### config.mk
export PLATFORM = sky130hd
export DESIGN_NAME = reg_read_stage
export DESIGN_NICKNAME = d
export VERILOG_FILES = /design/src/rtl/dual_issue_backend_pkg.sv /design/src/rtl/regfile.sv /design/src/rtl/reg_read_stage.sv
export VERILOG_INCLUDE_DIRS = /design/src /design/src/include
export SDC_FILE = /design/constraint.sdc
export NUM_CORES = 2
export LEC_CHECK = 0
export BUFFER_PORTS_ARGS = -buffer_cell sky130_fd_sc_hd__clkbuf_2
export CORE_AREA = 4 4 424 426
export CTS_BUF_LIST = sky130_fd_sc_hd__clkbuf_4
export DETAILED_ROUTE_END_ITERATION = 10
export DIE_AREA = 0 0 428 430
export HOLD_SLACK_MARGIN = 0.05
export PLACE_DENSITY = 0.72
export SYNTH_ARGS = -nofsm -noshare
export SYNTH_HDL_FRONTEND = slang
export SYNTH_SLANG_ARGS = --single-unit
### constraint.sdc
create_clock -name clk -period 1.5 [get_ports clk]
set_input_delay 0.225 -clock clk [delete_from_list [all_inputs] [get_ports clk]]
set_output_delay 0.225 -clock clk [all_outputs]
set_load 0.005 [all_outputs]
### src/include/dual_issue_backend_params.svh
`ifndef DUAL_ISSUE_BACKEND_PARAMS_SVH
`define DUAL_ISSUE_BACKEND_PARAMS_SVH

// data path and pc width
`define DIB_XLEN 32

// architectural register count and the matching address width
`define DIB_NREGS 32
`define DIB_REG_AW 5

`endif

### src/rtl/dual_issue_backend_pkg.sv
`include "dual_issue_backend_params.svh"

package dual_issue_backend_pkg;

    typedef enum logic [3:0] {
        OP_NOP = 4'd0,
        OP_ADD = 4'd1,
        OP_SUB = 4'd2,
        OP_AND = 4'd3,
        OP_OR  = 4'd4,
        OP_XOR = 4'd5,
        OP_SLL = 4'd6,
        OP_SRL = 4'd7,
        OP_SLT = 4'd8,
        OP_LUI = 4'd9
    } alu_op_e;

    typedef enum logic [1:0] {
        EXC_NONE    = 2'd0,
        EXC_SYSCALL = 2'd1,
        EXC_BREAK   = 2'd2,
        EXC_PRIV    = 2'd3
    } exc_code_e;

    // one decoded instruction as delivered by the decoder
    typedef struct packed {
        logic                   valid;
        logic [`DIB_XLEN-1:0]   pc;
        logic [`DIB_XLEN-1:0]   inst;
        alu_op_e                uop;
        logic                   use_imm;
        logic [`DIB_XLEN-1:0]   imm;
        logic [`DIB_REG_AW-1:0] rj;
        logic [`DIB_REG_AW-1:0] rk;
        logic [`DIB_REG_AW-1:0] rd;
        logic                   we;
        logic                   is_syscall;
        logic                   is_break;
        logic                   is_priv;
    } slot_t;

    typedef struct packed {
        slot_t slot0;
        slot_t slot1;
    } issue_pair_t;

    typedef struct packed {
        slot_t                ins;
        logic [`DIB_XLEN-1:0] rj_data;
        logic [`DIB_XLEN-1:0] rk_data;
    } ex_slot_t;

    typedef struct packed {
        ex_slot_t slot0;
        ex_slot_t slot1;
    } ex_pair_t;

    typedef struct packed {
        logic                   we;
        logic [`DIB_REG_AW-1:0] addr;
        logic [`DIB_XLEN-1:0]   data;
    } wb_port_t;

    typedef struct packed {
        logic                   valid;
        logic [`DIB_XLEN-1:0]   pc;
        logic [`DIB_REG_AW-1:0] rd;
        logic                   we;
        logic [`DIB_XLEN-1:0]   result;
        exc_code_e              exc;
    } commit_slot_t;

    typedef struct packed {
        commit_slot_t slot0;
        commit_slot_t slot1;
    } commit_pair_t;

endpackage

### src/rtl/regfile.sv
`timescale 1ns/10ps
`include "dual_issue_backend_params.svh"

module regfile (
    input  logic                             clk,
    input  logic                             arst_n,
    input  dual_issue_backend_pkg::wb_port_t wr0,
    input  dual_issue_backend_pkg::wb_port_t wr1,
    input  logic [`DIB_REG_AW-1:0]           raddr0,
    input  logic [`DIB_REG_AW-1:0]           raddr1,
    input  logic [`DIB_REG_AW-1:0]           raddr2,
    input  logic [`DIB_REG_AW-1:0]           raddr3,
    output logic [`DIB_XLEN-1:0]             rdata0,
    output logic [`DIB_XLEN-1:0]             rdata1,
    output logic [`DIB_XLEN-1:0]             rdata2,
    output logic [`DIB_XLEN-1:0]             rdata3
);

    logic [`DIB_XLEN-1:0]   regs  [`DIB_NREGS];
    logic [`DIB_REG_AW-1:0] raddr [4];
    logic [`DIB_XLEN-1:0]   rdata [4];

    assign raddr[0] = raddr0;
    assign raddr[1] = raddr1;
    assign raddr[2] = raddr2;
    assign raddr[3] = raddr3;

    assign rdata0 = rdata[0];
    assign rdata1 = rdata[1];
    assign rdata2 = rdata[2];
    assign rdata3 = rdata[3];

    always_ff @(posedge clk or negedge arst_n) begin
        if (!arst_n) begin
            for (int i = 0; i < `DIB_NREGS; i++) begin
                regs[i] <= '0;
            end
        end else begin
            // r0 is never written, and wr1 lands last so it wins on a shared address
            if (wr0.we && (wr0.addr != '0)) begin
                regs[wr0.addr] <= wr0.data;
            end
            if (wr1.we && (wr1.addr != '0)) begin
                regs[wr1.addr] <= wr1.data;
            end
        end
    end

    // write-first read, same priority as the write side
    for (genvar p = 0; p < 4; p++) begin : g_read
        always_comb begin
            if (wr1.we && (wr1.addr != '0) && (wr1.addr == raddr[p])) begin
                rdata[p] = wr1.data;
            end else if (wr0.we && (wr0.addr != '0) && (wr0.addr == raddr[p])) begin
                rdata[p] = wr0.data;
            end else begin
                rdata[p] = regs[raddr[p]];
            end
        end
    end

endmodule

### src/rtl/reg_read_stage.sv
`timescale 1ns/10ps
`include "dual_issue_backend_params.svh"

module reg_read_stage (
    input  logic                                clk,
    input  logic                                arst_n,
    input  logic                                flush,
    input  logic                                id_valid,
    input  dual_issue_backend_pkg::issue_pair_t id_pair,
    input  logic                                ex_allowin,
    input  dual_issue_backend_pkg::wb_port_t    wr0,
    input  dual_issue_backend_pkg::wb_port_t    wr1,
    output logic                                id_ready,
    output dual_issue_backend_pkg::ex_pair_t    rr_pair
);

    logic [`DIB_XLEN-1:0]             rj0_data;
    logic [`DIB_XLEN-1:0]             rk0_data;
    logic [`DIB_XLEN-1:0]             rj1_data;
    logic [`DIB_XLEN-1:0]             rk1_data;
    dual_issue_backend_pkg::ex_pair_t rr_next;

    regfile u_regfile (
        .clk    (clk),
        .arst_n (arst_n),
        .wr0    (wr0),
        .wr1    (wr1),
        .raddr0 (id_pair.slot0.rj),
        .raddr1 (id_pair.slot0.rk),
        .raddr2 (id_pair.slot1.rj),
        .raddr3 (id_pair.slot1.rk),
        .rdata0 (rj0_data),
        .rdata1 (rk0_data),
        .rdata2 (rj1_data),
        .rdata3 (rk1_data)
    );

    always_comb begin
        rr_next.slot0.ins     = id_pair.slot0;
        rr_next.slot0.rj_data = rj0_data;
        rr_next.slot0.rk_data = rk0_data;
        rr_next.slot1.ins     = id_pair.slot1;
        rr_next.slot1.rj_data = rj1_data;
        rr_next.slot1.rk_data = rk1_data;
    end

    // flush beats acceptance, and an empty decoder turns into a bubble when execute moves
    always_ff @(posedge clk or negedge arst_n) begin
        if (!arst_n) begin
            rr_pair <= '0;
        end else if (flush || (ex_allowin && !id_valid)) begin
            rr_pair <= '0;
        end else if (id_valid && ex_allowin) begin
            rr_pair <= rr_next;
        end
    end

    assign id_ready = ex_allowin;

endmodule

==> impl_metrics.ini, run 1 <==
[status]
status = stopped before the end
stage_reached = 5_1_grt
toolErrorMsg = [ERROR GRT-0232] Routing congestion too high. Check the congestion heatmap in the GUI.

[global_route]
gr_overflow_total = 136
globalRouteTotalUtil_pct = 68.5
grt_start_max_net_pins = 131

[logic_synthesis]
yosysSeqAreaShare_pct = 36.3
postSynth.topFlopCell = sky130_fd_sc_hd__dfrtp_1
synthArstFlopShare_pct = 100
synthesis.yosys.warnings = 0
post_syn_nets = 10200
netlist_area_sq_um = 96200
netlist_top_cells_area = sky130_fd_sc_hd__dfrtp_1 36%, sky130_fd_sc_hd__mux2i_1 28%, sky130_fd_sc_hd__a22oi_1 6.0%, sky130_fd_sc_hd__mux4_2 6.0%, sky130_fd_sc_hd__a21oi_1 4.8%
synth_cell_type_count = 41
synth_edf_count = 0
yosys_register_bits = 1394
number_of_cells_produced_by_synthesis = 9900
synth_top_area_share_pct = 36.3
netlist.top_cell.by_area = sky130_fd_sc_hd__dfrtp_1
synth_area_per_cell_sq_um = 9.72

[die]
boundaryPins = 694
initial_utilization_pct = 54.8
fp.dieW_microns = 428
die_y_microns = 430
rows = 154

[timing]
timing.worst_endpoint.kind = top-level output
globalroute.repair_timing.worst_endpoint = rr_pair[129]

[placed_design]
numPlacedInstances = 13500
minimum_setup_slack_after_placement_ns = -1.69
dp_hpwl_microns = 339000
io_buffer_count = 693
gp_congestion = 1.08

[clocking]
cts_num_sinks = 1394
cts-root-to-sink-buffers = 4
htreeDepth = 5
number_of_clock_buffers_inserted_by_tritoncts = 398
cts.root.buffer_cell = sky130_fd_sc_hd__clkbuf_4
-- per-layer routing --
metal | track usage, % | GRT overflow
met1 | 71.8 | 3
met3 | 50.1 | 5
met5 | 24.8 | 1
met4 | 65.9 | 66
met2 | 84.4 | 61
-- timing repair --
item | in CTS
hold buffers | 924
setup endpoints to repair | 497
pin swaps | 397
setup buffers | 188
resized for setup | 377
hold endpoints to repair | 2756
-- cell usage after synthesis, types with 5 or more instances --
cell type                     n
sky130_fd_sc_hd__a221oi_1   111
sky130_fd_sc_hd__buf_6       13
sky130_fd_sc_hd__mux4_2     256
sky130_fd_sc_hd__and2_1       6
sky130_fd_sc_hd__o21ai_1    113
sky130_fd_sc_hd__nor4_1     129
sky130_fd_sc_hd__buf_2      251
sky130_fd_sc_hd__clkbuf_1   766
sky130_fd_sc_hd__and3_1      10
sky130_fd_sc_hd__or2_2        5
sky130_fd_sc_hd__nor3b_1      7
sky130_fd_sc_hd__mux2i_1   2647
sky130_fd_sc_hd__a21oi_1    921
sky130_fd_sc_hd__nand3_1      6
sky130_fd_sc_hd__buf_1      173
sky130_fd_sc_hd__a22o_1     242
sky130_fd_sc_hd__nor2_1     563
sky130_fd_sc_hd__o21ai_0    624
sky130_fd_sc_hd__dfrtp_1   1394
sky130_fd_sc_hd__xnor2_1     36
sky130_fd_sc_hd__a21o_1      17
sky130_fd_sc_hd__nand2b_1    12
sky130_fd_sc_hd__nand2_1    777
sky130_fd_sc_hd__nor2b_1     14
sky130_fd_sc_hd__a22oi_1    768
sky130_fd_sc_hd__nand4_1     10
-- stage by stage --
step,hold slack [ns],cell area (sq um),setup TNS [ns]
after floorplan,-0.0706,97800,-255.54
after detailed placement,0.174,119000,-624.48
after global placement,0.176,119000,-591.15
after CTS,-0.513,136000,-388.59
-- kinds of logic after synthesis --
family / synth area share (%)
mux: 33.5
compound gates: 18.0
buf+inv: 5.13
flops: 36.3
xor+xnor: 0.364
simple gates: 6.71
==> run 2: changes to the inputs <==
CORE_AREA = 4 4 496 498   (was 4 4 424 426)
CTS_BUF_LIST = not set   (was sky130_fd_sc_hd__clkbuf_4)
DIE_AREA = 0 0 500 502   (was 0 0 428 430)
HOLD_SLACK_MARGIN = not set   (was 0.05)
PLACE_DENSITY = not set   (was 0.72)
PLACE_DENSITY_LB_ADDON = 0.15   (was not set)
clock period = 2 ns   (was 1.5 ns; I/O delays follow)
==> run 2 against run 1 <==
Net effect: area after synthesis unchanged; the flow now finishes, with violations (negative setup slack); synthesized cell count did not move.
==> impl_metrics.ini, run 2 <==
[die]
rows = 181
die_area_sq_um = 251000
design.core.area_sq_um = 242000
boundaryPins = 694
initial_utilization_pct = 39.7
die_y_microns = 502
fp.dieW_microns = 500

[placed_design]
gp_congestion = 1.02
minimum_setup_slack_after_placement_ns = -0.825
io_buffer_count = 693
placed_area_sq_um = 117000
dp_hpwl_microns = 382000

[layout]
final_core_util_pct = 51.7
ratio_of_cells_with_drive_above_1_in_the_final_layout_pct = 25.6
stdcell_area_sq_um = 125000
layout.cells.most_common = sky130_fd_sc_hd__mux2i_1
regMostFlops = u_regfile.regs
syn_to_final_growth_pct = 30.1
final_cell_mix = 2,643 x sky130_fd_sc_hd__mux2i_1, 1,376 x sky130_fd_sc_hd__dfrtp_1, 920 x sky130_fd_sc_hd__a21oi_1, 859 x sky130_fd_sc_hd__buf_4, 768 x sky130_fd_sc_hd__a22oi_1
largestRegisters = u_regfile.regs (1024), rr_pair (370)
fin_nets = 11500
largest_register_ffs = 1024

[power_and_ir_drop]
p_sw_share_pct = 36.4
power.switching_mw = 38.9
total_leakage_power_nw = 57.7
power.share.clock_pct = 30.9
ir_drop_mv = 0.760
sequentialPowerShare_pct = 39.8
p_comb_share_pct = 29.3
internal_power_mw = 67.9
pwr_density_cell_nw_per_um2 = 852

[detailed_routing]
drt_pass1_iterations = 10
drc_errors = 0
average_via_count_per_standard_cell = 6.61
routed-via-count = 95900
total_wirelength_microns = 544000
antenna_violating_nets_post_route = 0
drt_first_iter_violations = 13600
drt-wirelength-per-cell_microns = 37.5

[timing]
layout_min_cycle_time_ns = 2.01
finalSetupTns_ns = -0.0184
slew-limit-headroom_pct = 35.2
finClkSkew_ns = 0.0896
final-setup-viol-count = 2
worst-slew-pin-transition_ns = 0.969
maxSlewViolCount = 0
maxClockFrequency_ghz = 0.497
layout_worst_path_cycle_share_pct = 101
unrepaired_setup_endpoints_after_global_routing = false
timing.hold.ws_ns = 0.0444
hold_viol = 0
finalWorstSetupSlack_ns = -0.0107

[global_route]
grt_start_max_net_pins = 149
gr_overflow_total = 0
vias_in_the_first_global_route = 93000
antenna_found_initial = 40
globalRouteTotalUtil_pct = 41.9
grt_first_pass_wirelength_microns = 748000

[worst_setup_path]
critPathBufInv = 1
crit_chain = clkbuf_2
critical-path-max-stage-delay_ns = 0.57
start_kind = flop
crit_slowest_cell = sky130_fd_sc_hd__dfrtp_1
required_ns = 1.70
element_type_at_the_critical_path_end = primary output
type_of_the_worst_setup_path = reg2out
regToRegSetupSlack_ns = 0.04
timing.critical_path.max_delay_family = flip-flops
worstPathArrival_ns = 1.71
path_max_fanout = 2

[clocking]
cts-root-to-sink-buffers = 3
insertion_delay_ns = 0.90
cts_num_sinks = 1394
number_of_clock_buffers_inserted_by_tritoncts = 171
clk_transition_reported_paths_ns = 0.06
tritoncts = done
cts.root.buffer_cell = sky130_fd_sc_hd__clkbuf_16
htreeDepth = 4

[status]
status = complete, but fails checks
failed_checks = negative setup slack

[logic_synthesis]
synth_cell_type_count = 41
yosys_register_bits = 1394
synthArstFlopShare_pct = 100
synth_edf_count = 0
post_syn_nets = 10200
postSynth.topFlopCell = sky130_fd_sc_hd__dfrtp_1
netlist_area_sq_um = 96200
synth_top_area_share_pct = 36.3
synthesis.yosys.warnings = 0
netlist.top_cell.by_area = sky130_fd_sc_hd__dfrtp_1
netlist_top_cells_area = sky130_fd_sc_hd__dfrtp_1 36%, sky130_fd_sc_hd__mux2i_1 28%, sky130_fd_sc_hd__a22oi_1 6.0%, sky130_fd_sc_hd__mux4_2 6.0%, sky130_fd_sc_hd__a21oi_1 4.8%
yosysSeqAreaShare_pct = 36.3
synth_most_common_cell = sky130_fd_sc_hd__mux2i_1
number_of_cells_produced_by_synthesis = 9900
synth_top_cells_by_count = 2,647 x sky130_fd_sc_hd__mux2i_1, 1,394 x sky130_fd_sc_hd__dfrtp_1, 921 x sky130_fd_sc_hd__a21oi_1
synth_area_per_cell_sq_um = 9.72

[run]
cap_violations = 0

[worst_hold_path]
holdCritPathClass = in2reg
[run 2: cell counts after synthesis]
Identical to the previous run, type by type.
[run 2: layout make-up]
class	instances	area, sq um
fill	21500	117000
multi-input combinational	7302	58300
sequential	1394	34900
timing repair buffer	2272	22100
clock buffer	241	4880
tap	3202	4010
clock inverter	73	990
antenna	31	77.6
[run 2: final timing paths]
kind	end	cells after the start	start
max in group asynchronous	u_regfile.regs[201]$_DFF_PN0_	3	arst_n
max	rr_pair[34]	1	rr_pair[34]$_DFFE_PN0P_
min	u_regfile.regs[16]$_DFF_PN0_	3	wr1[16]
min reg2reg	u_regfile.regs[1009]$_DFF_PN0_	0	u_regfile.regs[1009]$_DFF_PN0_
max reg2reg	rr_pair[228]$_DFFE_PN0P_	7	u_regfile.regs[523]$_DFF_PN0_
min in group asynchronous	u_regfile.regs[327]$_DFF_PN0_	3	arst_n
[run 2: routing by layer]
| layer | global-route usage (%) | share of wire [%] |
|---|---|---|
| met3 | 12.5 | 11 |
| met5 | 0.444 | 0.054 |
| met4 | 30.9 | 8.9 |
| met2 | 60.2 | 41 |
| met1 | 53.2 | 38 |
[run 2: cell families (layout without fill, tap and decap cells)]
| family | after synthesis | in the layout | share of synthesized area, % |
|---|---|---|---|
| mux | 2903 | 2903 | 33.5 |
| simple gates | 1559 | 1559 | 6.71 |
| xor+xnor | 40 | 40 | 0.364 |
| other cells | 0 | 31 | 0 |
| compound gates | 2800 | 2800 | 18.0 |
| flops | 1394 | 1394 | 36.3 |
| buf+inv | 1204 | 2586 | 5.13 |
[run 2: power groups by stage]
| stage | Combinational [mW] | Sequential [mW] | Clock [mW] |
|---|---|---|---|
| 2_1_floorplan | 19.8 | 39.4 | 0 |
| 3_3_place_gp | 29.4 | 41.9 | 0 |
| 3_5_place_dp | 30.1 | 42.3 | 0 |
| 4_1_cts | 30.5 | 41.9 | 33.3 |
| 5_1_grt | 33.4 | 43.1 | 34.3 |
| 6_report | 31.2 | 42.5 | 33.0 |
[run 2: repair_timing]
item	4_1_cts	5_1_grt
buffers inserted	1	8
pin swaps	0	2
endpoints found under the setup margin	16	10
hold buffers	244	0
endpoints found under the hold margin	1690	0
resized for setup	18	9
[run 2: worst min-delay path: cells and delay by family]
kind / cells / cell delay (ns)
AND/OR/NAND/NOR: 1 / 0.19
AO/OA/AOI/OAI: 1 / 0.04
buffers and inverters: 1 / 0.31
[run 2: metrics by stage]
stage | cells | total power, mW
detailed placement | 13900 | 72.3
CTS | 14500 | 106
global placement | 13900 | 71.3
floorplan | 9900 | 59.2
finish | 14500 | 107
global route | 14500 | 111
Note: power is estimated with default switching activity, not from simulation.
