--- config.mk ---
export PLATFORM = sky130hd
export DESIGN_NAME = execute_stage
export DESIGN_NICKNAME = d
export VERILOG_FILES = /design/src/rtl/dual_issue_backend_pkg.sv /design/src/rtl/operand_bypass.sv /design/src/rtl/alu.sv /design/src/rtl/execute_stage.sv
export VERILOG_INCLUDE_DIRS = /design/src /design/src/include
export SDC_FILE = /design/constraint.sdc
export NUM_CORES = 2
export LEC_CHECK = 0
export BUFFER_PORTS_ARGS = -buffer_cell sky130_fd_sc_hd__buf_2
export CAP_MARGIN = 10
export CORE_MARGIN = 2
export CORE_UTILIZATION = 56
export CTS_BUF_LIST = sky130_fd_sc_hd__clkbuf_16
export DETAILED_ROUTE_END_ITERATION = 10
export PLACE_DENSITY = 0.87
export SYNTH_ARGS = -nofsm -noshare
export SYNTH_HDL_FRONTEND = slang
export SYNTH_SLANG_ARGS = --single-unit
--- constraint.sdc ---
create_clock -name clk -period 12.2 [get_ports clk]
set_input_delay 2.44 -clock clk [delete_from_list [all_inputs] [get_ports clk]]
set_output_delay 2.44 -clock clk [all_outputs]
set_load 0.01 [all_outputs]
--- src/include/dual_issue_backend_params.svh ---
`ifndef DUAL_ISSUE_BACKEND_PARAMS_SVH
`define DUAL_ISSUE_BACKEND_PARAMS_SVH

// data path and pc width
`define DIB_XLEN 32

// architectural register count and the matching address width
`define DIB_NREGS 32
`define DIB_REG_AW 5

`endif

--- src/rtl/dual_issue_backend_pkg.sv ---
`include "dual_issue_backend_params.svh"

package dual_issue_backend_pkg;

    typedef enum logic [3:0] {
        OP_NOP = 4'd0,
        OP_ADD = 4'd1,
        OP_SUB = 4'd2,
        OP_AND = 4'd3,
        OP_OR  = 4'd4,
        OP_XOR = 4'd5,
        OP_SLL = 4'd6,
        OP_SRL = 4'd7,
        OP_SLT = 4'd8,
        OP_LUI = 4'd9
    } alu_op_e;

    typedef enum logic [1:0] {
        EXC_NONE    = 2'd0,
        EXC_SYSCALL = 2'd1,
        EXC_BREAK   = 2'd2,
        EXC_PRIV    = 2'd3
    } exc_code_e;

    // one decoded instruction as delivered by the decoder
    typedef struct packed {
        logic                   valid;
        logic [`DIB_XLEN-1:0]   pc;
        logic [`DIB_XLEN-1:0]   inst;
        alu_op_e                uop;
        logic                   use_imm;
        logic [`DIB_XLEN-1:0]   imm;
        logic [`DIB_REG_AW-1:0] rj;
        logic [`DIB_REG_AW-1:0] rk;
        logic [`DIB_REG_AW-1:0] rd;
        logic                   we;
        logic                   is_syscall;
        logic                   is_break;
        logic                   is_priv;
    } slot_t;

    typedef struct packed {
        slot_t slot0;
        slot_t slot1;
    } issue_pair_t;

    typedef struct packed {
        slot_t                ins;
        logic [`DIB_XLEN-1:0] rj_data;
        logic [`DIB_XLEN-1:0] rk_data;
    } ex_slot_t;

    typedef struct packed {
        ex_slot_t slot0;
        ex_slot_t slot1;
    } ex_pair_t;

    typedef struct packed {
        logic                   we;
        logic [`DIB_REG_AW-1:0] addr;
        logic [`DIB_XLEN-1:0]   data;
    } wb_port_t;

    typedef struct packed {
        logic                   valid;
        logic [`DIB_XLEN-1:0]   pc;
        logic [`DIB_REG_AW-1:0] rd;
        logic                   we;
        logic [`DIB_XLEN-1:0]   result;
        exc_code_e              exc;
    } commit_slot_t;

    typedef struct packed {
        commit_slot_t slot0;
        commit_slot_t slot1;
    } commit_pair_t;

endpackage

--- src/rtl/operand_bypass.sv ---
`timescale 1ns/10ps
`include "dual_issue_backend_params.svh"

module operand_bypass (
    input  dual_issue_backend_pkg::ex_pair_t     rr_pair,
    input  dual_issue_backend_pkg::commit_pair_t wb_pair,
    input  logic [`DIB_XLEN-1:0]                 slot0_result,
    output logic [`DIB_XLEN-1:0]                 op0_a,
    output logic [`DIB_XLEN-1:0]                 op0_b,
    output logic [`DIB_XLEN-1:0]                 op1_a,
    output logic [`DIB_XLEN-1:0]                 op1_b
);

    logic slot0_writes;

    function automatic logic wb_hit(
        input dual_issue_backend_pkg::commit_slot_t p,
        input logic [`DIB_REG_AW-1:0]               src
    );
        return p.valid && p.we && (p.rd != '0) && (p.rd == src) &&
               (p.exc == dual_issue_backend_pkg::EXC_NONE);
    endfunction

    // writeback slot 1 is younger than slot 0, so it is checked first
    function automatic logic [`DIB_XLEN-1:0] from_wb(
        input logic [`DIB_REG_AW-1:0]               src,
        input logic [`DIB_XLEN-1:0]                 rf_data,
        input dual_issue_backend_pkg::commit_pair_t wb
    );
        if (wb_hit(wb.slot1, src)) begin
            return wb.slot1.result;
        end
        if (wb_hit(wb.slot0, src)) begin
            return wb.slot0.result;
        end
        return rf_data;
    endfunction

    // slot 0 only forwards if it will actually write, so trapping instructions are skipped
    assign slot0_writes = rr_pair.slot0.ins.valid && rr_pair.slot0.ins.we &&
                          (rr_pair.slot0.ins.rd != '0) &&
                          !(rr_pair.slot0.ins.is_syscall || rr_pair.slot0.ins.is_break ||
                            rr_pair.slot0.ins.is_priv);

    always_comb begin
        op0_a = from_wb(rr_pair.slot0.ins.rj, rr_pair.slot0.rj_data, wb_pair);
        op0_b = from_wb(rr_pair.slot0.ins.rk, rr_pair.slot0.rk_data, wb_pair);
        if (rr_pair.slot0.ins.use_imm) begin
            op0_b = rr_pair.slot0.ins.imm;
        end

        op1_a = from_wb(rr_pair.slot1.ins.rj, rr_pair.slot1.rj_data, wb_pair);
        if (slot0_writes && (rr_pair.slot0.ins.rd == rr_pair.slot1.ins.rj)) begin
            op1_a = slot0_result;
        end
        op1_b = from_wb(rr_pair.slot1.ins.rk, rr_pair.slot1.rk_data, wb_pair);
        if (slot0_writes && (rr_pair.slot0.ins.rd == rr_pair.slot1.ins.rk)) begin
            op1_b = slot0_result;
        end
        if (rr_pair.slot1.ins.use_imm) begin
            op1_b = rr_pair.slot1.ins.imm;
        end
    end

endmodule

--- src/rtl/alu.sv ---
`timescale 1ns/10ps
`include "dual_issue_backend_params.svh"

module alu (
    input  dual_issue_backend_pkg::alu_op_e uop,
    input  logic [`DIB_XLEN-1:0]            a,
    input  logic [`DIB_XLEN-1:0]            b,
    output logic [`DIB_XLEN-1:0]            result
);

    logic [4:0] shamt;

    assign shamt = b[4:0];

    always_comb begin
        case (uop)
            dual_issue_backend_pkg::OP_ADD: begin
                result = a + b;
            end
            dual_issue_backend_pkg::OP_SUB: begin
                result = a - b;
            end
            dual_issue_backend_pkg::OP_AND: begin
                result = a & b;
            end
            dual_issue_backend_pkg::OP_OR: begin
                result = a | b;
            end
            dual_issue_backend_pkg::OP_XOR: begin
                result = a ^ b;
            end
            dual_issue_backend_pkg::OP_SLL: begin
                result = a << shamt;
            end
            dual_issue_backend_pkg::OP_SRL: begin
                result = a >> shamt;
            end
            dual_issue_backend_pkg::OP_SLT: begin
                result = {{(`DIB_XLEN-1){1'b0}}, ($signed(a) < $signed(b))};
            end
            // upper immediate comes in on b
            dual_issue_backend_pkg::OP_LUI: begin
                result = b << 12;
            end
            default: begin
                result = '0;
            end
        endcase
    end

endmodule

--- src/rtl/execute_stage.sv ---
`timescale 1ns/10ps
`include "dual_issue_backend_params.svh"

module execute_stage (
    input  logic                                 clk,
    input  logic                                 arst_n,
    input  logic                                 ex_hold,
    input  dual_issue_backend_pkg::ex_pair_t     rr_pair,
    output logic                                 ex_allowin,
    output dual_issue_backend_pkg::wb_port_t     wb0,
    output dual_issue_backend_pkg::wb_port_t     wb1,
    output dual_issue_backend_pkg::commit_pair_t commit
);

    logic [`DIB_XLEN-1:0]                 op0_a;
    logic [`DIB_XLEN-1:0]                 op0_b;
    logic [`DIB_XLEN-1:0]                 op1_a;
    logic [`DIB_XLEN-1:0]                 op1_b;
    logic [`DIB_XLEN-1:0]                 result0;
    logic [`DIB_XLEN-1:0]                 result1;
    dual_issue_backend_pkg::commit_pair_t wb_next;
    dual_issue_backend_pkg::commit_pair_t wb_pair;
    logic                                 fresh;

    // syscall first, then break, then privileged
    function automatic dual_issue_backend_pkg::exc_code_e exc_of(
        input dual_issue_backend_pkg::slot_t s
    );
        if (s.is_syscall) begin
            return dual_issue_backend_pkg::EXC_SYSCALL;
        end
        if (s.is_break) begin
            return dual_issue_backend_pkg::EXC_BREAK;
        end
        if (s.is_priv) begin
            return dual_issue_backend_pkg::EXC_PRIV;
        end
        return dual_issue_backend_pkg::EXC_NONE;
    endfunction

    function automatic dual_issue_backend_pkg::commit_slot_t to_commit(
        input dual_issue_backend_pkg::slot_t s,
        input logic [`DIB_XLEN-1:0]          res
    );
        dual_issue_backend_pkg::commit_slot_t c;
        c.valid  = s.valid;
        c.pc     = s.pc;
        c.rd     = s.rd;
        c.we     = s.we;
        c.result = res;
        c.exc    = exc_of(s);
        return c;
    endfunction

    // a trapping instruction reports its code but leaves the register file alone
    function automatic dual_issue_backend_pkg::wb_port_t to_port(
        input dual_issue_backend_pkg::commit_slot_t c
    );
        dual_issue_backend_pkg::wb_port_t w;
        w.we   = c.valid && c.we && (c.exc == dual_issue_backend_pkg::EXC_NONE);
        w.addr = c.rd;
        w.data = c.result;
        return w;
    endfunction

    assign ex_allowin = !ex_hold;

    operand_bypass u_bypass (
        .rr_pair      (rr_pair),
        .wb_pair      (wb_pair),
        .slot0_result (result0),
        .op0_a        (op0_a),
        .op0_b        (op0_b),
        .op1_a        (op1_a),
        .op1_b        (op1_b)
    );

    alu u_alu0 (
        .uop    (rr_pair.slot0.ins.uop),
        .a      (op0_a),
        .b      (op0_b),
        .result (result0)
    );

    alu u_alu1 (
        .uop    (rr_pair.slot1.ins.uop),
        .a      (op1_a),
        .b      (op1_b),
        .result (result1)
    );

    always_comb begin
        wb_next.slot0 = to_commit(rr_pair.slot0.ins, result0);
        wb_next.slot1 = to_commit(rr_pair.slot1.ins, result1);
    end

    // under hold the pair stays put for forwarding but only commits on its first cycle
    always_ff @(posedge clk or negedge arst_n) begin
        if (!arst_n) begin
            wb_pair <= '0;
            fresh   <= 1'b0;
        end else if (ex_hold) begin
            fresh <= 1'b0;
        end else begin
            wb_pair <= wb_next;
            fresh   <= 1'b1;
        end
    end

    always_comb begin
        commit             = wb_pair;
        commit.slot0.valid = wb_pair.slot0.valid && fresh;
        commit.slot1.valid = wb_pair.slot1.valid && fresh;
    end

    assign wb0 = to_port(commit.slot0);
    assign wb1 = to_port(commit.slot1);

endmodule

==> impl_summary.md, run 1 <==
Outcome
The run stopped with a tool error. The last stage reached is global routing (5_1_grt). The tool reported: "[ERROR GRT-0116] Global routing finished with congestion. Check the congestion regions in the DRC Viewer".

Yosys
The share of the Yosys chip area taken by registers is 12.09%. In this run, synthesis inferred 0 flip-flops with an integrated enable. The fraction of synthesized cell area taken by the top area cell type is between 10% and 20%. During synthesis, Yosys emitted a total of 0 warnings. After synthesis, the share of flip-flops with an asynchronous set or reset is between 90% and 100%.

After technology mapping, the gate count stands at 4278. Ranked by total cell area, the synthesized netlist is headed by sky130_fd_sc_hd__dfrtp_1 (12%), sky130_fd_sc_hd__ha_1 (8.0%), sky130_fd_sc_hd__buf_4 (5.8%). The net count of the mapped netlist is ~4800. The biggest area contributor in the post-synthesis netlist is sky130_fd_sc_hd__dfrtp_1.

In this run the mean area of a mapped cell was ~7.1 um2. The most used flip-flop cell after synthesis is sky130_fd_sc_hd__dfrtp_1. The count of unique library cells instantiated by Yosys is between 100 and 150. Synthesis inferred between 100 and 150 register bits. The cell area after technology mapping is roughly 30000 um2.

Placed design
The minimum setup slack after placement is 0.5774 ns. The detailed-placement wirelength estimate is roughly 150000 um. The weighted congestion reported at the end of routability-driven placement is roughly 1.3.

During placement, the flow inserted port buffers numbering 531. The post-placement cell count is slightly above 5000.

Global route
After global routing the overflow that remains totals 40. The first global-routing pass estimated 302900 um of wire. Across every metal layer, demand over resource in global routing totals 73.35%. Entering global routing, the biggest net connects just over 90 pins. The number of global-route vias before repair is approximately 42000.

Die
For this configuration, the core starts out at a cell density of 56.53%. The total number of placement rows is 85. In this run the vertical extent of the chip is between 200 and 250 um. The top-level port count is about 600. The die extent in x is between 200 and 250 um.

Clock tree
The number of H-tree levels is 4. After clock tree synthesis, the flow added hold-fix buffers numbering 0. The clock passes through at most 2 buffers. The tree is rooted in a sky130_fd_sc_hd__clkbuf_16. The number of gates resized after cts is 0.

The post-CTS setup-driven buffer insertion count is 0. The number of buffers inserted during clock tree synthesis is 17. The clock net sink count is about 150.
## synth_stat cells (79+ instances only)
master / count
sky130_fd_sc_hd__a21oi_1: 300
sky130_fd_sc_hd__nor2_1: 386
sky130_fd_sc_hd__nand4_1: 81
sky130_fd_sc_hd__inv_1: 181
sky130_fd_sc_hd__nor4_1: 79
sky130_fd_sc_hd__buf_2: 91
sky130_fd_sc_hd__o211ai_1: 88
sky130_fd_sc_hd__clkbuf_1: 195
sky130_fd_sc_hd__buf_4: 236
sky130_fd_sc_hd__dfrtp_1: 147
sky130_fd_sc_hd__a211oi_1: 125
sky130_fd_sc_hd__nand2_1: 328
sky130_fd_sc_hd__mux2i_1: 152
sky130_fd_sc_hd__o21ai_0: 228
sky130_fd_sc_hd__ha_1: 194
sky130_fd_sc_hd__nand3_1: 161
sky130_fd_sc_hd__mux2_2: 113
sky130_fd_sc_hd__nor3_1: 102
## cells by family after synthesis
group | count (synthesis) | synth area share, %
compound gates | 1511 | 34.41
xor+xnor | 74 | 2.130
fa+ha+maj | 198 | 8.242
buf+inv | 753 | 12.70
flops | 147 | 12.09
mux | 274 | 9.788
simple gates | 1321 | 20.63
## metal layers
layer	GRT usage (%)	overflow
met1	74.45	0
met2	92.54	24
met3	53.68	0
met4	71.32	16
met5	29.18	0
## stage by stage
step	area, um2	hold slack [ns]
CTS	33540	0.5060
floorplan	30420	0.4807
detailed placement	32910	0.4887
global placement	32910	0.4817
==> run 2, diff against run 1 <==
CORE_UTILIZATION = 40   (was 56)
CTS_BUF_LIST = default   (was sky130_fd_sc_hd__clkbuf_16)
PLACE_DENSITY = default   (was 0.87)
PLACE_DENSITY_LB_ADDON = 0.15   (was default)
==> impl_summary.md, run 2 <==
Cells and area
The share of cells above drive strength 1 is 24.34%. The area taken by flip-flops and latches is 3679 um2. With fillers left out, the area of the finished cells amounts to between 30000 and 40000 um2. After filler insertion, the fill cell instance count of the layout stands at 7921. The commonest non-fill, non-tap cell in the layout is sky130_fd_sc_hd__buf_2. Once layout is complete, the cells apart from fillers number 5630. The area of combinational cells with multiple inputs is ~23000 um2.

Relative to the synthesized area, the layout overhead comes to 13.81%. The number of nets at the end of the flow is a little over 5000. The top cell types in the final layout, fill and taps aside, are sky130_fd_sc_hd__buf_2 (529), sky130_fd_sc_hd__nor2_1 (385), sky130_fd_sc_hd__buf_4 (334).

The number of flip-flops under the largest register name is around 140.

Setup path
Of all nets on the critical path, the largest fanout is 10. The startpoint-to-endpoint class of the critical path is input port to flop. The slowest stage of the critical path belongs to the cell sky130_fd_sc_hd__o31ai_1. The stage delay of the slowest cell on the critical path is between 1 and 1.5 ns.

The critical path launch point type is an input port. The library cell appearing most often on the critical path is sky130_fd_sc_hd__a21oi_1. The required time of the critical path is approximately 13 ns. STA puts the critical path data arrival time at about 12 ns. The critical path capture point type is a flop.

Timing
After layout, the worst path uses between 90% and 100% of the clock period. The final setup violation count is 0. The remaining max-slew budget at the tightest pin is 2.971%. The count of final max-slew check failures is 0. The accumulated negative setup slack is 0 ns.

At the pin with the least slew margin, the transition time is about 1.5 ns. The clock period minus worst slack is between 10 and 15 ns. Setup repair after global routing left no endpoint under its margin.

The worst clock skew is 0.02871 ns. The maximum frequency from static timing analysis is about 0.083 GHz. The number of hold violations in the final report is 0.

Die
The die area is approximately 80000 um2. After floorplanning, the core was sized to cover between 70000 and 80000 um2. The initial core utilization came to 40.26% (-16 points).

The total number of placement rows is 101 (+19%). The overall die height is 279.8 um (+18%). The die extent in x is 279.8 um (+18%). The top-level port count came to 596 (unchanged).

Clock tree
The clock net sink count was 147 (unchanged). The number of H-tree levels came to 4 (unchanged). The number of gates resized after cts came to 0 (unchanged).

The clock tree buffer depth is 2 (unchanged). At the later pin of the worst-skew pair, clock insertion delay measures roughly 0.5 ns. The hold-fix buffer count after cts is 0 (unchanged). Clock-pin slew was measured on the worst setup and hold paths at about 0.080 ns.

The clock root buffer is sky130_fd_sc_hd__clkbuf_16. The number of buffers inserted during clock tree synthesis is 17 (unchanged). TritonCTS built the clock tree. The post-CTS setup-driven buffer insertion count came to 0 (unchanged).

Yosys
The fraction of synthesized cell area in xor and xnor cells is 2.130% (unchanged). The cell count after synthesis is 4278 (unchanged). The register area share after synthesis came to 12.09% (unchanged). The adder-cell share of the synthesized area is 8.242% (unchanged).

Ranked by total cell area, the synthesized netlist is headed by sky130_fd_sc_hd__dfrtp_1 (12%), sky130_fd_sc_hd__ha_1 (8.0%), sky130_fd_sc_hd__buf_4 (5.8%). The count of unique library cells instantiated by Yosys is 106 (unchanged). Of all cell types, the one taking the most synthesized area is sky130_fd_sc_hd__dfrtp_1. The multiplexer share of the synthesized area is 9.788% (unchanged).

The share of synthesized flip-flops with an asynchronous set or reset was 100.0% (unchanged). The post-synthesis simple-gate area fraction is 20.63% (unchanged). The most instantiated flip-flop cell in the synthesis netlist is sky130_fd_sc_hd__dfrtp_1.

The Yosys warning count is 0 (unchanged). After synthesis, the largest family of logic cells by area is compound AO/OA/AOI/OAI gates. The fraction of synthesized cell area taken by the top area cell type is 12.09% (unchanged). The share of the synthesized area in compound gates (AO/OA/AOI/OAI) is 34.41% (unchanged). The commonest cells after synthesis are sky130_fd_sc_hd__nor2_1 (386), sky130_fd_sc_hd__nand2_1 (328), sky130_fd_sc_hd__a21oi_1 (300). The net count of the mapped netlist came to 4849 (unchanged). The synthesized flop and latch total is 147 (unchanged). In the post-synthesis netlist, the cell with the most instances is sky130_fd_sc_hd__nor2_1. The number of synthesized flops with an enable pin is 0 (unchanged). The cell area after technology mapping came to 30420 um2 (unchanged). The synthesized area per cell is 7.111 um2 (unchanged).

Global route
The first global-routing pass estimated about 300000 um of wire. The largest net degree at the start of global routing is 90. For this run the aggregate overflow at the end of global routing stands at 0.

The initial antenna violation count came to 38. In the global route stage, overall resource usage came out at roughly 54%. The number of global-route vias before repair is 37750.

Power
Net switching is between 50% and 60% of the power. The power per unit of standard cell area is around 95 nW/um2. The net load switching power is ~1.8 mW. Internal power comes to 1.456 mW.

In this run, the clock network consumes between 15 and 20% of the power. Per report_power, the sequential group accounts for roughly 22% of the total. The worst-case IR drop observed on VDD is between 0.0001 and 0.00015 V. The share of total power dissipated in combinational logic is approximately three fifths. The standby leakage power is about 15 nW.

Placed design
The number of port buffers came to 531 (unchanged). The cell area after placement was 33920 um2 (+3.1%). The post-placement cell count came to 5565 (+7.1%). The detailed-placement wirelength estimate is 171200 um (+12%). The weighted congestion reported at the end of routability-driven placement was 1.198 (-8.1%).

Route
Using the TritonRoute via totals, the vias-per-cell ratio works out to 7.260. The number of remaining DRC errors is 2. The final route contains 40880 vias.

The detailed-route wire length is ~220000 um. The first TritonRoute pass finished after 11 iterations. After detailed routing, the average wire length per cell comes to between 30 and 40 um.

In this run the remaining antenna-violating nets after routing total 0. In this run, the number of DRC markers left after iteration 0 of detailed routing was ~6200.

Outcome
The final reports fail on DRC. The flow ran to the end, but the final reports show violations.

Job
The number of violations of the max-capacitance limit is 0.

Hold path
The min-delay analysis places its worst path in the category flop to flop.
-- run 2: cell counts after synthesis --
Identical to the previous run, type by type.
-- run 2: final cells by class --
type                            instances  share of cell area (%)
Multi-Input combinational cell       3378                   66.55
Timing Repair Buffer                  871                   15.26
Sequential cell                       147                   10.62
Tap cell                              978                   3.534
Inverter                              194                   2.103
Clock buffer                           17                   1.229
Clock inverter                         15                  0.4734
Antenna cell                           30                  0.2168
-- run 2: final timing paths --
path	start	to	slack (ns)	cells after the start
setup / recovery	rr_pair[265]	commit[2]	0.20	36
max in group asynchronous	arst_n	commit[138]	8.54	2
setup reg to reg	commit[111]	commit[2]	1.14	39
min in group asynchronous	arst_n	commit[91]	1.99	1
hold / removal	commit[120]	commit[120]	0.51	1
hold reg to reg	commit[120]	commit[120]	0.51	1
-- run 2: through the flow --
| stage | total power, mW | hold slack [ns] | utilization [%] | setup slack (ns) |
|---|---|---|---|---|
| 2_1_floorplan | 1.736 | 0.4807 | - | 1.487 |
| 3_5_place_dp | 2.552 | 0.4874 | 44.89 | 0.5404 |
| 3_3_place_gp | 2.558 | 0.4830 | 44.89 | 0.5724 |
| 4_1_cts | 3.138 | 0.5054 | 45.67 | 0.9879 |
| 6_report | 3.272 | 0.5051 | 45.82 | 0.2041 |
| 5_1_grt | 3.326 | 0.5149 | 45.76 | 0.02378 |
-- run 2: power groups by stage --
stage | clock network, mW | logic, mW | registers, mW
2_1_floorplan | 0 | 1.13 | 0.607
4_1_cts | 0.587 | 1.86 | 0.696
5_1_grt | 0.597 | 2.02 | 0.708
3_3_place_gp | 0 | 1.85 | 0.704
6_report | 0.580 | 1.98 | 0.713
3_5_place_dp | 0 | 1.85 | 0.705
-- run 2: routing by layer --
metal / GRT usage [%] / wire [um] / up-vias
met5: 1.251 / 202 / -
met4: 49.62 / 25370 / 12
met3: 20.21 / 27970 / 1197
met2: 79.06 / 89730 / 3591
met1: 60.08 / 74870 / 19410
li1: - / - / 16670
-- run 2: critical path, delay by kind of cell --
family                   cells  cell delay, ns
buffers and inverters        8            1.48
XOR/XNOR                     1            0.18
AO/OA/AOI/OAI               20            5.91
AND/OR/NAND/NOR              5            1.55
adder cells (fa/ha/maj)      2            0.84
-- run 2: cells by family after synthesis --
logic type / after synthesis
compound gates: 1511
simple gates: 1321
buf+inv: 753
mux: 274
fa+ha+maj: 198
flops: 147
xor+xnor: 74
(Power assumes the default switching activity.)
